### src/include/smpc_pad_cfg.svh
`ifndef SMPC_PAD_CFG_SVH
`define SMPC_PAD_CFG_SVH

// Port pin count, TH/TR/TL/D3..D0
`define PAD_PIN_W 7
// One data nibble on D3..D0
`define PAD_NIB_W 4
// Button word, active low
`define PAD_BTN_W 16
// Analog axis, two's complement, zero at centre
`define PAD_AXIS_W 8

// Select line positions inside PDR/DDR
`define PAD_TH_BIT 6
`define PAD_TR_BIT 5

// Identification nibbles sent by the analog pads
`define PAD_ID_WHEEL 4'hB
`define PAD_ID_ANALOG 4'h1
`define PAD_ID_MISSION 4'h5
`define PAD_ID_3D 4'h6

`endif
### src/hw/smpc_pad_pkg.sv
`include "smpc_pad_cfg.svh"

package smpc_pad_pkg;

	// Pad kind as selected by the system, one per port
	typedef enum logic [2:0] {
		PAD_DIGITAL = 3'd0,
		PAD_OFF = 3'd1,
		PAD_WHEEL = 3'd2,
		PAD_MISSION = 3'd3,
		PAD_3D = 3'd4,
		// Kept for encoding only, handled like an empty port
		PAD_DUALMISSION = 3'd5,
		PAD_MOUSE = 3'd6
	} pad_type_e;

	// Analog sequencer position
	typedef enum logic [4:0] {
		STEP_0, STEP_1, STEP_2, STEP_3, STEP_4, STEP_5,
		STEP_6, STEP_7, STEP_8, STEP_9, STEP_10, STEP_11,
		STEP_12, STEP_13, STEP_14, STEP_15, STEP_16
	} seq_step_e;

	// Everything the attached pad presents
	typedef struct packed {
		logic [`PAD_BTN_W-1:0] buttons;
		logic [`PAD_AXIS_W-1:0] axis_x;
		logic [`PAD_AXIS_W-1:0] axis_y;
		pad_type_e kind;
	} pad_input_t;

	// Host side of one port
	typedef struct packed {
		logic [`PAD_PIN_W-1:0] pdr_out;
		logic [`PAD_PIN_W-1:0] ddr;
	} port_host_t;

	// Sequencer contribution to pins 4:0
	typedef struct packed {
		logic tl;
		logic [`PAD_NIB_W-1:0] nibble;
	} seq_out_t;

endpackage

### src/hw/pad_pin_drive.sv
`timescale 1ns/1ps
`include "smpc_pad_cfg.svh"

module pad_pin_drive import smpc_pad_pkg::*; (
	input port_host_t host,
	input pad_input_t pad,
	input seq_out_t seq,
	output logic [`PAD_PIN_W-1:0] pdr_in
);

	logic th;
	logic tr;
	// DDR bits of TH/TR select the digital pad protocol
	logic [1:0] sel_mode;
	// Nibble carrying the pad id bits plus button L
	logic [`PAD_NIB_W-1:0] id_nib;

	assign th = host.pdr_out[`PAD_TH_BIT];
	assign tr = host.pdr_out[`PAD_TR_BIT];
	assign sel_mode = {host.ddr[`PAD_TH_BIT], host.ddr[`PAD_TR_BIT]};
	assign id_nib = {pad.buttons[3], 3'b100};

	always_comb begin
		// Open drain, undriven pins float high
		pdr_in = (host.pdr_out & host.ddr) | ~host.ddr;
		case (pad.kind)
			PAD_DIGITAL: begin
				if (sel_mode == 2'b10) begin
					// Two-wire mode, TH alone selects
					if (th)
						pdr_in[3:0] = id_nib;
					else
						pdr_in[3:0] = pad.buttons[15:12];
				end else if (sel_mode == 2'b11) begin
					// Three-wire mode, TH/TR select one of four
					case ({th, tr})
						2'b00: pdr_in[3:0] = pad.buttons[7:4];
						2'b01: pdr_in[3:0] = pad.buttons[15:12];
						2'b10: pdr_in[3:0] = pad.buttons[11:8];
						default: pdr_in[3:0] = id_nib;
					endcase
				end
			end

			// Sequencer owns TL and data pins
			PAD_WHEEL,
			PAD_MISSION,
			PAD_3D: begin
				pdr_in[4:0] = {seq.tl, seq.nibble};
			end

			// Empty port, mouse and dual mission keep the plain merge
			default: ;
		endcase
	end

endmodule

### src/hw/pad_seq.sv
`timescale 1ns/1ps
`include "smpc_pad_cfg.svh"

module pad_seq import smpc_pad_pkg::*; (
	input CLK,
	input RST_N,
	input logic smpc_ce,
	// {TH, TR} as driven by the host
	input logic [1:0] sel,
	input pad_input_t pad,
	output seq_out_t seq
);

	seq_step_e step;
	seq_step_e step_nxt;
	seq_step_e step_last;
	logic analog;
	logic is_wheel;
	logic [1:0] sel_req;
	logic adv;
	logic [`PAD_NIB_W-1:0] nib_adv;
	logic [`PAD_NIB_W-1:0] nib_restart;
	logic [`PAD_NIB_W-1:0] pad_id;
	logic [`PAD_NIB_W-1:0] x_hi;
	logic [`PAD_NIB_W-1:0] x_lo;
	logic [`PAD_NIB_W-1:0] y_hi;
	logic [`PAD_NIB_W-1:0] y_lo;

	// Axis nibbles, high half re-biased so centre reads as 8
	assign x_hi = pad.axis_x[7:4] ^ 4'h8;
	assign x_lo = pad.axis_x[3:0];
	assign y_hi = pad.axis_y[7:4] ^ 4'h8;
	assign y_lo = pad.axis_y[3:0];

	assign is_wheel = (pad.kind == PAD_WHEEL);

	// Per-kind sequence length, id and restart value
	always_comb begin
		analog = 1'b1;
		step_last = STEP_0;
		pad_id = `PAD_ID_ANALOG;
		nib_restart = `PAD_ID_ANALOG;
		case (pad.kind)
			PAD_WHEEL: begin
				step_last = STEP_10;
				pad_id = `PAD_ID_WHEEL;
				nib_restart = 4'h0;
			end
			PAD_MISSION: begin
				step_last = STEP_14;
				pad_id = `PAD_ID_MISSION;
			end
			PAD_3D: begin
				step_last = STEP_16;
				pad_id = `PAD_ID_3D;
			end
			// Digital, empty, mouse, dual mission
			default: analog = 1'b0;
		endcase
	end

	// STEP_0/1 and odd steps wait for 01, even steps from 2 on wait for 00
	assign sel_req = {1'b0, step[0] | (step == STEP_0)};

	// Both idle steps jump straight to STEP_2
	always_comb begin
		if (step == STEP_0 || step == STEP_1)
			step_nxt = STEP_2;
		else if (step == STEP_16)
			step_nxt = STEP_16;
		else
			step_nxt = seq_step_e'(step + 5'd1);
	end

	// Advance only below the last step of this pad kind
	assign adv = analog && (sel == sel_req) && (step < step_last);

	// Nibble presented once the new step is reached
	always_comb begin
		nib_adv = 4'h0;
		if (is_wheel) begin
			case (step_nxt)
				STEP_2: nib_adv = pad_id;
				// Filler nibbles
				STEP_3, STEP_4, STEP_8: nib_adv = {`PAD_NIB_W{1'b1}};
				STEP_5: nib_adv = pad.buttons[15:12];
				STEP_6: nib_adv = pad.buttons[11:8];
				// Wheel drops button bit 7
				STEP_7: nib_adv = {1'b1, pad.buttons[6:4]};
				STEP_9: nib_adv = x_hi;
				STEP_10: nib_adv = x_lo;
				default: nib_adv = 4'h0;
			endcase
		end else begin
			case (step_nxt)
				// Analog marker twice, then the pad id
				STEP_2, STEP_3: nib_adv = `PAD_ID_ANALOG;
				STEP_4: nib_adv = pad_id;
				STEP_5: nib_adv = pad.buttons[15:12];
				STEP_6: nib_adv = pad.buttons[11:8];
				STEP_7: nib_adv = pad.buttons[7:4];
				STEP_8: nib_adv = pad.buttons[3:0];
				STEP_9: nib_adv = x_hi;
				STEP_10: nib_adv = x_lo;
				STEP_11: nib_adv = y_hi;
				STEP_12: nib_adv = y_lo;
				// Trailing bytes, 3D pad only past STEP_14
				STEP_16: nib_adv = 4'h1;
				default: nib_adv = 4'h0;
			endcase
		end
	end

	// Step and pin registers, only move on SMPC clock enable
	always_ff @(posedge CLK or negedge RST_N) begin
		if (!RST_N) begin
			step <= STEP_0;
			seq.tl <= 1'b1;
			seq.nibble <= '0;
		end else if (smpc_ce && analog) begin
			if (sel == 2'b11) begin
				// TH and TR high ends any transfer
				step <= STEP_0;
				seq.tl <= 1'b1;
				seq.nibble <= nib_restart;
			end else if (adv) begin
				step <= step_nxt;
				// TL echoes TR, toggles every handshake
				seq.tl <= sel[0];
				seq.nibble <= nib_adv;
			end
		end
	end

endmodule

### src/hw/smpc_pad_top.sv
`timescale 1ns/1ps
`include "smpc_pad_cfg.svh"

module smpc_pad_top import smpc_pad_pkg::*; (
	input CLK,
	input RST_N,
	input logic SMPC_CE,

	// Port 1 host registers
	input logic [`PAD_PIN_W-1:0] PDR1O,
	input logic [`PAD_PIN_W-1:0] DDR1,
	output logic [`PAD_PIN_W-1:0] PDR1I,
	// Port 2 host registers
	input logic [`PAD_PIN_W-1:0] PDR2O,
	input logic [`PAD_PIN_W-1:0] DDR2,
	output logic [`PAD_PIN_W-1:0] PDR2I,

	// Pad state, buttons active low
	input logic [`PAD_BTN_W-1:0] JOY1,
	input logic [`PAD_BTN_W-1:0] JOY2,
	input logic [`PAD_AXIS_W-1:0] JOY1_X1,
	input logic [`PAD_AXIS_W-1:0] JOY1_Y1,
	input logic [`PAD_AXIS_W-1:0] JOY2_X1,
	input logic [`PAD_AXIS_W-1:0] JOY2_Y1,
	input logic [2:0] JOY1_TYPE,
	input logic [2:0] JOY2_TYPE
);

	port_host_t host1;
	port_host_t host2;
	pad_input_t pad1;
	pad_input_t pad2;
	seq_out_t seq1;
	seq_out_t seq2;

	assign host1 = '{pdr_out: PDR1O, ddr: DDR1};
	assign host2 = '{pdr_out: PDR2O, ddr: DDR2};

	assign pad1 = '{buttons: JOY1, axis_x: JOY1_X1, axis_y: JOY1_Y1,
		kind: pad_type_e'(JOY1_TYPE)};
	assign pad2 = '{buttons: JOY2, axis_x: JOY2_X1, axis_y: JOY2_Y1,
		kind: pad_type_e'(JOY2_TYPE)};

	// Sequencers take TH/TR straight from the data register
	pad_seq u_seq1 (
		.CLK(CLK),
		.RST_N(RST_N),
		.smpc_ce(SMPC_CE),
		.sel({PDR1O[`PAD_TH_BIT], PDR1O[`PAD_TR_BIT]}),
		.pad(pad1),
		.seq(seq1)
	);

	pad_seq u_seq2 (
		.CLK(CLK),
		.RST_N(RST_N),
		.smpc_ce(SMPC_CE),
		.sel({PDR2O[`PAD_TH_BIT], PDR2O[`PAD_TR_BIT]}),
		.pad(pad2),
		.seq(seq2)
	);

	// Pin readback per port
	pad_pin_drive u_drive1 (
		.host(host1),
		.pad(pad1),
		.seq(seq1),
		.pdr_in(PDR1I)
	);

	pad_pin_drive u_drive2 (
		.host(host2),
		.pad(pad2),
		.seq(seq2),
		.pdr_in(PDR2I)
	);

endmodule

### config.mk
export PLATFORM = sky130hd
export DESIGN_NAME = smpc_pad_top
export DESIGN_NICKNAME = d
export VERILOG_FILES = /design/src/hw/smpc_pad_pkg.sv /design/src/hw/pad_pin_drive.sv /design/src/hw/pad_seq.sv /design/src/hw/smpc_pad_top.sv
export VERILOG_INCLUDE_DIRS = /design/src /design/src/include
export SDC_FILE = /design/constraint.sdc
export NUM_CORES = 1
export LEC_CHECK = 0
export ABC_AREA = 0
export ABC_CLOCK_PERIOD_IN_PS = 2480
export BUFFER_PORTS_ARGS = -buffer_cell sky130_fd_sc_hd__buf_2
export CORE_ASPECT_RATIO = 1.25
export CORE_MARGIN = 2
export CORE_UTILIZATION = 25
export CTS_CLUSTER_DIAMETER = 120
export CTS_CLUSTER_SIZE = 16
export DETAILED_ROUTE_END_ITERATION = 6
export GPL_TIMING_DRIVEN = 0
export PLACE_DENSITY = 0.46
export SETUP_SLACK_MARGIN = 0.05
export SKIP_CTS_REPAIR_TIMING = 1
export SLEW_MARGIN = 20
export SYNTH_ARGS = -nofsm -noshare
export SYNTH_HDL_FRONTEND = slang
export SYNTH_SLANG_ARGS = --single-unit
### constraint.sdc
create_clock -name CLK -period 2.48 [get_ports CLK]
set_input_delay 0.248 -clock CLK [delete_from_list [all_inputs] [get_ports CLK]]
set_output_delay 0.248 -clock CLK [all_outputs]
set_load 0.02 [all_outputs]
* Yosys cells after proc, flatten, opt, wreduce, memory -nomap -nowiden
Index checks and enable logic that the tools add are counted.
** Storage, ports and cells
- Bits in registers :: 20
- Bits of input ports :: 101
- Output and inout port bits :: 14
- Logic and storage cells :: 130
** Operators by class
- Add/sub/neg operators :: 2
- Magnitude comparators :: 2
- Eq/ne operators :: 46
- Multiplexer cells :: 38
- Bitwise logic cells :: 12
- Reduce and logical (&&, ||, !) cells :: 24
** Operator list (number)
- $pmux 4 s10 :: 2
- $mux 5 :: 12
- $pmux 4 s7 :: 2
- $eq 5x4->1 const B :: 10
- $pmux 4 s3 :: 4
- $eq 5x3->1 const B :: 8
- $mux 4 :: 8
- $pmux 5 s3 :: 2
- $eq 5x2->1 const B :: 4
- $eq 5x5->1 const B :: 4
- $reduce_or 3->1 :: 6
- $eq 2x2->1 const B :: 8
- $pmux 4 s2 :: 2
- $and 7x7->7 :: 2
- $not 7->7 :: 2
- $or 7x7->7 :: 2
- $eq 3x2->1 const B :: 4
- $add 5x1->5 const B :: 2
- $eq 5x1->1 const B :: 2
- $logic_not 5->1 :: 2
- $lt 5x5->1 :: 2
- $eq 3x3->1 const B :: 2
- $logic_and 1x1->1 :: 6
- $logic_not 3->1 :: 2
- other kinds (9) :: 24

* Logic depth before layout (Yosys ltp)
- Depth after elaboration :: 9
- Depth in mapped cells :: 10
- Mapped depth without buffers :: 9

* Cells and area by module
Synthesis repeated with hierarchy kept, for this count alone.
** Second synthesis, totals
- Cells, all modules :: 448
- Area total of the unflattened synthesis :: 3498.4 um^2
** By module, submodules not included
- pad_seq (u_seq2) :: times used 1, cells each 186, area an instance 1482.7 um^2, sequential area each 251.5 um^2
- pad_seq (u_seq1) :: times used 1, cells each 156, area an instance 1262.5 um^2, sequential area each 251.5 um^2
- pad_pin_drive :: times used 2, cells each 53, area an instance 376.6 um^2, sequential area each 0.0 um^2

* Worst setup path before layout
No wires, ideal clock.
- Kind :: flip-flop to flip-flop
- From :: register u_seq1.step[0]
- To :: register, netlist name u_seq1.seq[0]
- Setup time :: 0.128 ns
- Arrival time :: 2.204 ns
- Required time :: 2.352 ns
- Slack :: 0.148 ns
- Cell stages (with the launch flop) :: 10
- Path buffers :: 0
- Period minus slack after synthesis :: 2.332 ns
- Path through :: dfrtp_1 -> inv_1 -> ha_1 -> or3b_1 -> o21ai_1 -> mux2i_1 -> a21oi_1 -> o2bb2ai_1 -> nor4_1 -> o21ai_1
** Between the ends
- Word-level cells in the longest chain between the ends :: 9
- Elaborated cells between the ends (all ways) :: 33
- Classes of those cells :: 1 x add/sub; 1 x order compare; 15 x eq/ne; 7 x mux; 1 x bitwise; 8 x reduce/logical
** Ends and longest elaborated chain
- from (decl) :: line pad_seq.sv:14 : seq_step_e step;
- from (signal assigned) :: line pad_seq.sv:127 : step <= step_nxt;
- $add 5x1->5, or another cell as far along :: line pad_seq.sv:72 : step_nxt = seq_step_e'(step + 5'd1);
- $mux 5 or $logic_or 1x1->1 (tied branches) :: line pad_seq.sv:69, pad_seq.sv:67
- $mux 5 :: line pad_seq.sv:67 : if (step == STEP_0 || step == STEP_1)
- $eq 5x2->1, or another cell as far along :: line pad_seq.sv:82, pad_seq.sv:95
- $reduce_or 3->1 (on tied branches)
- $pmux 4 s10 or $pmux 4 s7 (tied branches) :: line pad_seq.sv:95, pad_seq.sv:82
- $mux 4 :: line pad_seq.sv:81 : if (is_wheel) begin
- $mux 5 :: line pad_seq.sv:126 : end else if (adv) begin
- $mux 5 :: line pad_seq.sv:121 : if (sel == 2'b11) begin
Several ways; a longest one is shown, not always the timed one. The select of a mux whose other input is x is not followed.
A chain may end at the register's enable or synchronous reset.

* Final worst setup path
- From :: register u_seq1.step[1]
- To :: register, netlist name u_seq1.seq[2]
** Between the ends
- Word-level cells in the longest chain between the ends :: 9
- Elaborated cells between the ends (all ways) :: 33
- Classes of those cells :: 1 x add/sub; 1 x order compare; 15 x eq/ne; 7 x mux; 1 x bitwise; 8 x reduce/logical
** Ends and longest elaborated chain (line)
- $add 5x1->5, or another cell as far along :: pad_seq.sv:72
- $mux 5 or $logic_or 1x1->1 (tied branches) :: pad_seq.sv:69, pad_seq.sv:67
- $mux 5 :: pad_seq.sv:67
- $eq 5x2->1, or another cell as far along :: pad_seq.sv:82, pad_seq.sv:95
- $reduce_or 3->1 (on tied branches)
- $pmux 4 s10 or $pmux 4 s7 (tied branches) :: pad_seq.sv:95, pad_seq.sv:82
- $mux 4 :: pad_seq.sv:81
- $mux 5 :: pad_seq.sv:126
- $mux 5 :: pad_seq.sv:121
Several ways; a longest one is shown, not always the timed one. The select of a mux whose other input is x is not followed.

==> impl_metrics.yaml <==
cells_and_area:
  drive_gt1_frac: 0.4010
  nets: 705
  syn_to_final_growth_pct: 46.35
  multi_input_area_um2: 2836
  final_cell_mix: "113 x buf_2, 51 x nand2_1, 35 x o21ai_0"
  diodes: 0
  seqCellArea_um2: 508.0
  fin_util: 0.3716
  layout_commonest_cell: "buf_2"
  nFillCells: 1393
flow_run:
  drv_cap: 0
worst_setup_path:
  critical_path_class: "flip-flop to flip-flop"
  r2r_cells: 10
  path_common_cell: "buf_6"
  cp_slowest_cell: "dfrtp_1"
  path_buf_inv: 2
  crit_cells: 10
  cp.required_ns: 2.66
  endpoint_kind: "flip-flop"
  crit_chain: "buf_6 -> ha_2 -> buf_6 -> xor2_1 -> o32a_1 -> nor3_4 -> nand4_1 -> a22oi_1 -> o21ai_1 -> a21oi_1"
  cpPeakStageDelay_ns: 0.41
  worstPathMaxFanout: 5
  cp-start-kind: "flip-flop"
  worstPathArrival_ns: 2.61
  crit_family: "compound AO/OA/AOI/OAI gates"
sta:
  worst_pin_slew_ns: 0.4660
  timing.final.crit_share: 0.9800
  setup_slack_ns: 0.04968
  final_hold_viol_count: 0
  min_period_ns: 2.430
  clock_skew_ns: 0.001303
  finalSetupViolCount: 0
  fmax_ghz: 0.4115
  rsz0062_at_grt: "yes"
  slew_headroom: 0.6893
  slew_viol_final: 0
pwr:
  power_density_nw_per_um2: 1030
  ir_drop_v: 0.0004469
  p_leak_nw: 2.021
floorplan:
  placeableCoreArea_um2: 12550
  start_util: 0.2539
  fp.dieH_um: 130.2
  die_w_um: 105.0
  num_io_pins: 115
  fp.dieArea_um2: 13670
  rows: 46
logic_synthesis:
  ys_seq_area_frac: 0.1579
  synth_warnings: 0
  synth_nets: 559
  synth.avg_cell_area_um2: 7.143
  syn_area_um2: 3186
  async_reset_ff_frac: 1.000
  synth_simple_gate_area_frac: 0.2769
  yosys.area_share.adder: 0.04713
  synth_mux_area_frac: 0.08445
  ys_ff_latch: 20
  synth_edf_count: 0
  ys.flop_type: "dfrtp_1"
  synth_xor_area_frac: 0.01925
  synth-compound-area-share: 0.3507
  synth_top_family_by_area: "compound AO/OA/AOI/OAI gates"
  synth_cell_type_count: 73
  synth_cells: 446
routing:
  routed_via_density: 5.221
  drc: 0
  totalWireLength_um: 12060
  drt-initial-drc-count: 184
  first_pass_iters: 5
  detail-route-antenna-nets: 0
  via_count: 3963
  drt-wirelength-per-cell_um: 15.89
grt:
  grt_max_degree: 21
  grt_pass1_wl_um: 18130
  grt_pass1_vias: 3654
  grt.total_usage: 0.1628
  gr-total-overflow: 0
  antenna_found_initial: 0
placement:
  hpwlAfterDp_um: 9521
  place.gp.congestion: 0.9026
  io_buffers: 110
  place_ws_ns: -0.4709
worst_hold_path:
  hp-class: "input pin to flip-flop"
  min_path_cells: 3
clock_network:
  cts_inserted_buffers: 3
  clockBufferDepth: 2
  cts.htree.levels: 1
  clock_sinks: 20
  clockRootBuffer: "clkbuf_16"
  clk_latency_ns: 0.25
  clkTransAtPathRegs_ns: 0.05
  cts_tree: "done"
run_status:
  status: "completed"
final cells by class:
| cell class | count | area share |
|---|---|---|
| multi-input cells | 377 | 0.6084 |
| repair buffers | 143 | 0.1742 |
| flip-flops and latches | 20 | 0.1090 |
| well taps | 168 | 0.04509 |
| plain buffers | 24 | 0.02791 |
| inverters | 23 | 0.01852 |
| clock buffers | 4 | 0.01691 |
synthesized netlist by cell type, types with 3 or more instances:
cell type  number  area share
o221ai_1        4       0.011
a21oi_1        30       0.047
xnor2_1         5       0.014
o21ai_1         3      0.0047
o21a_1          3      0.0071
o31ai_1         5       0.012
nand2b_1       13       0.026
a22oi_1        15       0.035
a221oi_1        3      0.0082
nor3_1          7       0.011
o22ai_1        12       0.024
mux2i_1        19       0.060
ha_1           12       0.047
a22o_1          4       0.011
and3_1          3      0.0059
buf_2           6      0.0094
a31oi_1         9       0.018
nor2b_1         7       0.014
dfrtp_1        18        0.14
or2_2           6       0.012
o21bai_1        3      0.0071
buf_4           3      0.0071
nand3_1        23       0.036
clkbuf_1       16       0.019
nand4_1         4      0.0079
nand3b_1        3      0.0071
nand2_1        52       0.061
o21ai_0        40       0.063
inv_1          22       0.026
and2_1          8       0.016
mux2_2          3       0.011
nor2_1         25       0.029
o211ai_1        4      0.0094
per-stage QoR:
step / hold slack [ns] / cells / total power, mW / instance area (um^2) / TNS, ns
2_1_floorplan: -0.04759 / 446 / 2.506 / 3186 / 0
3_3_place_gp: 0.2235 / 724 / 3.219 / 3946 / -3.418
3_5_place_dp: 0.2287 / 724 / 3.231 / 3946 / -3.314
4_1_cts: -0.03899 / 728 / 3.580 / 4025 / -3.360
5_1_grt: 0.2739 / 759 / 5.148 / 4662 / -0.08882
6_report: 0.2468 / 759 / 4.800 / 4662 / 0
worst paths after layout:
| check | startpoint | end | slack [ns] |
|---|---|---|---|
| worst max-delay path | u_seq1.step[1]$_DFFE_PN0P_ | u_seq1.seq[2]$_DFFE_PN0P_ | 0.05 |
| worst min register to register | u_seq2.seq[4]$_DFFE_PN1P_ | u_seq2.seq[4]$_DFFE_PN1P_ | 0.46 |
| min in group asynchronous | RST_N | u_seq1.seq[2]$_DFFE_PN0P_ | 0.50 |
| worst max register to register | u_seq1.step[1]$_DFFE_PN0P_ | u_seq1.seq[2]$_DFFE_PN0P_ | 0.05 |
| max in group asynchronous | RST_N | u_seq2.step[0]$_DFFE_PN0P_ | 1.64 |
| worst min-delay path | PDR2O[5] | u_seq2.seq[4]$_DFFE_PN1P_ | 0.25 |
state kept, by name (all words and copies together), names as in the netlist:
register and count:
u_seq2.step 5, u_seq1.step 5, u_seq2.seq 5, u_seq1.seq 5
routing by layer:
layer / vias to the layer above / part of all wire / global-route usage
met5: - / 0 / 0
met4: 0 / 0.026 / 0.04157
met3: 21 / 0.047 / 0.01698
met2: 123 / 0.51 / 0.3136
met1: 1850 / 0.41 / 0.1920
li1: 1969 / - / -
where the power goes:
part	total (mW)	switching, mW	internal, mW
Clock	0.340	0.121	0.219
Combinational	3.82	2.07	1.75
Sequential	0.638	0.165	0.473
cells by family (layout without fill, tap and decap cells):
family                   count (synthesis)  in the layout
XOR/XNOR                                 7              7
multiplexers                            24             24
flip-flops                              20             20
AND/OR/NAND/NOR                        169            169
AO/OA/AOI/OAI                          165            165
buffers and inverters                   49            194
adder cells (fa/ha/maj)                 12             12
worst register-to-register path: stages, from the launching register on:
cell and delay, ns:
dfrtp_1 0.41, buf_6 0.14, ha_2 0.16, buf_6 0.13, xor2_1 0.13, o32a_1 0.37
nor3_4 0.29, nand4_1 0.18, a22oi_1 0.21, o21ai_1 0.16, a21oi_1 0.17
No activity file was read; power rests on OpenSTA's default activity.
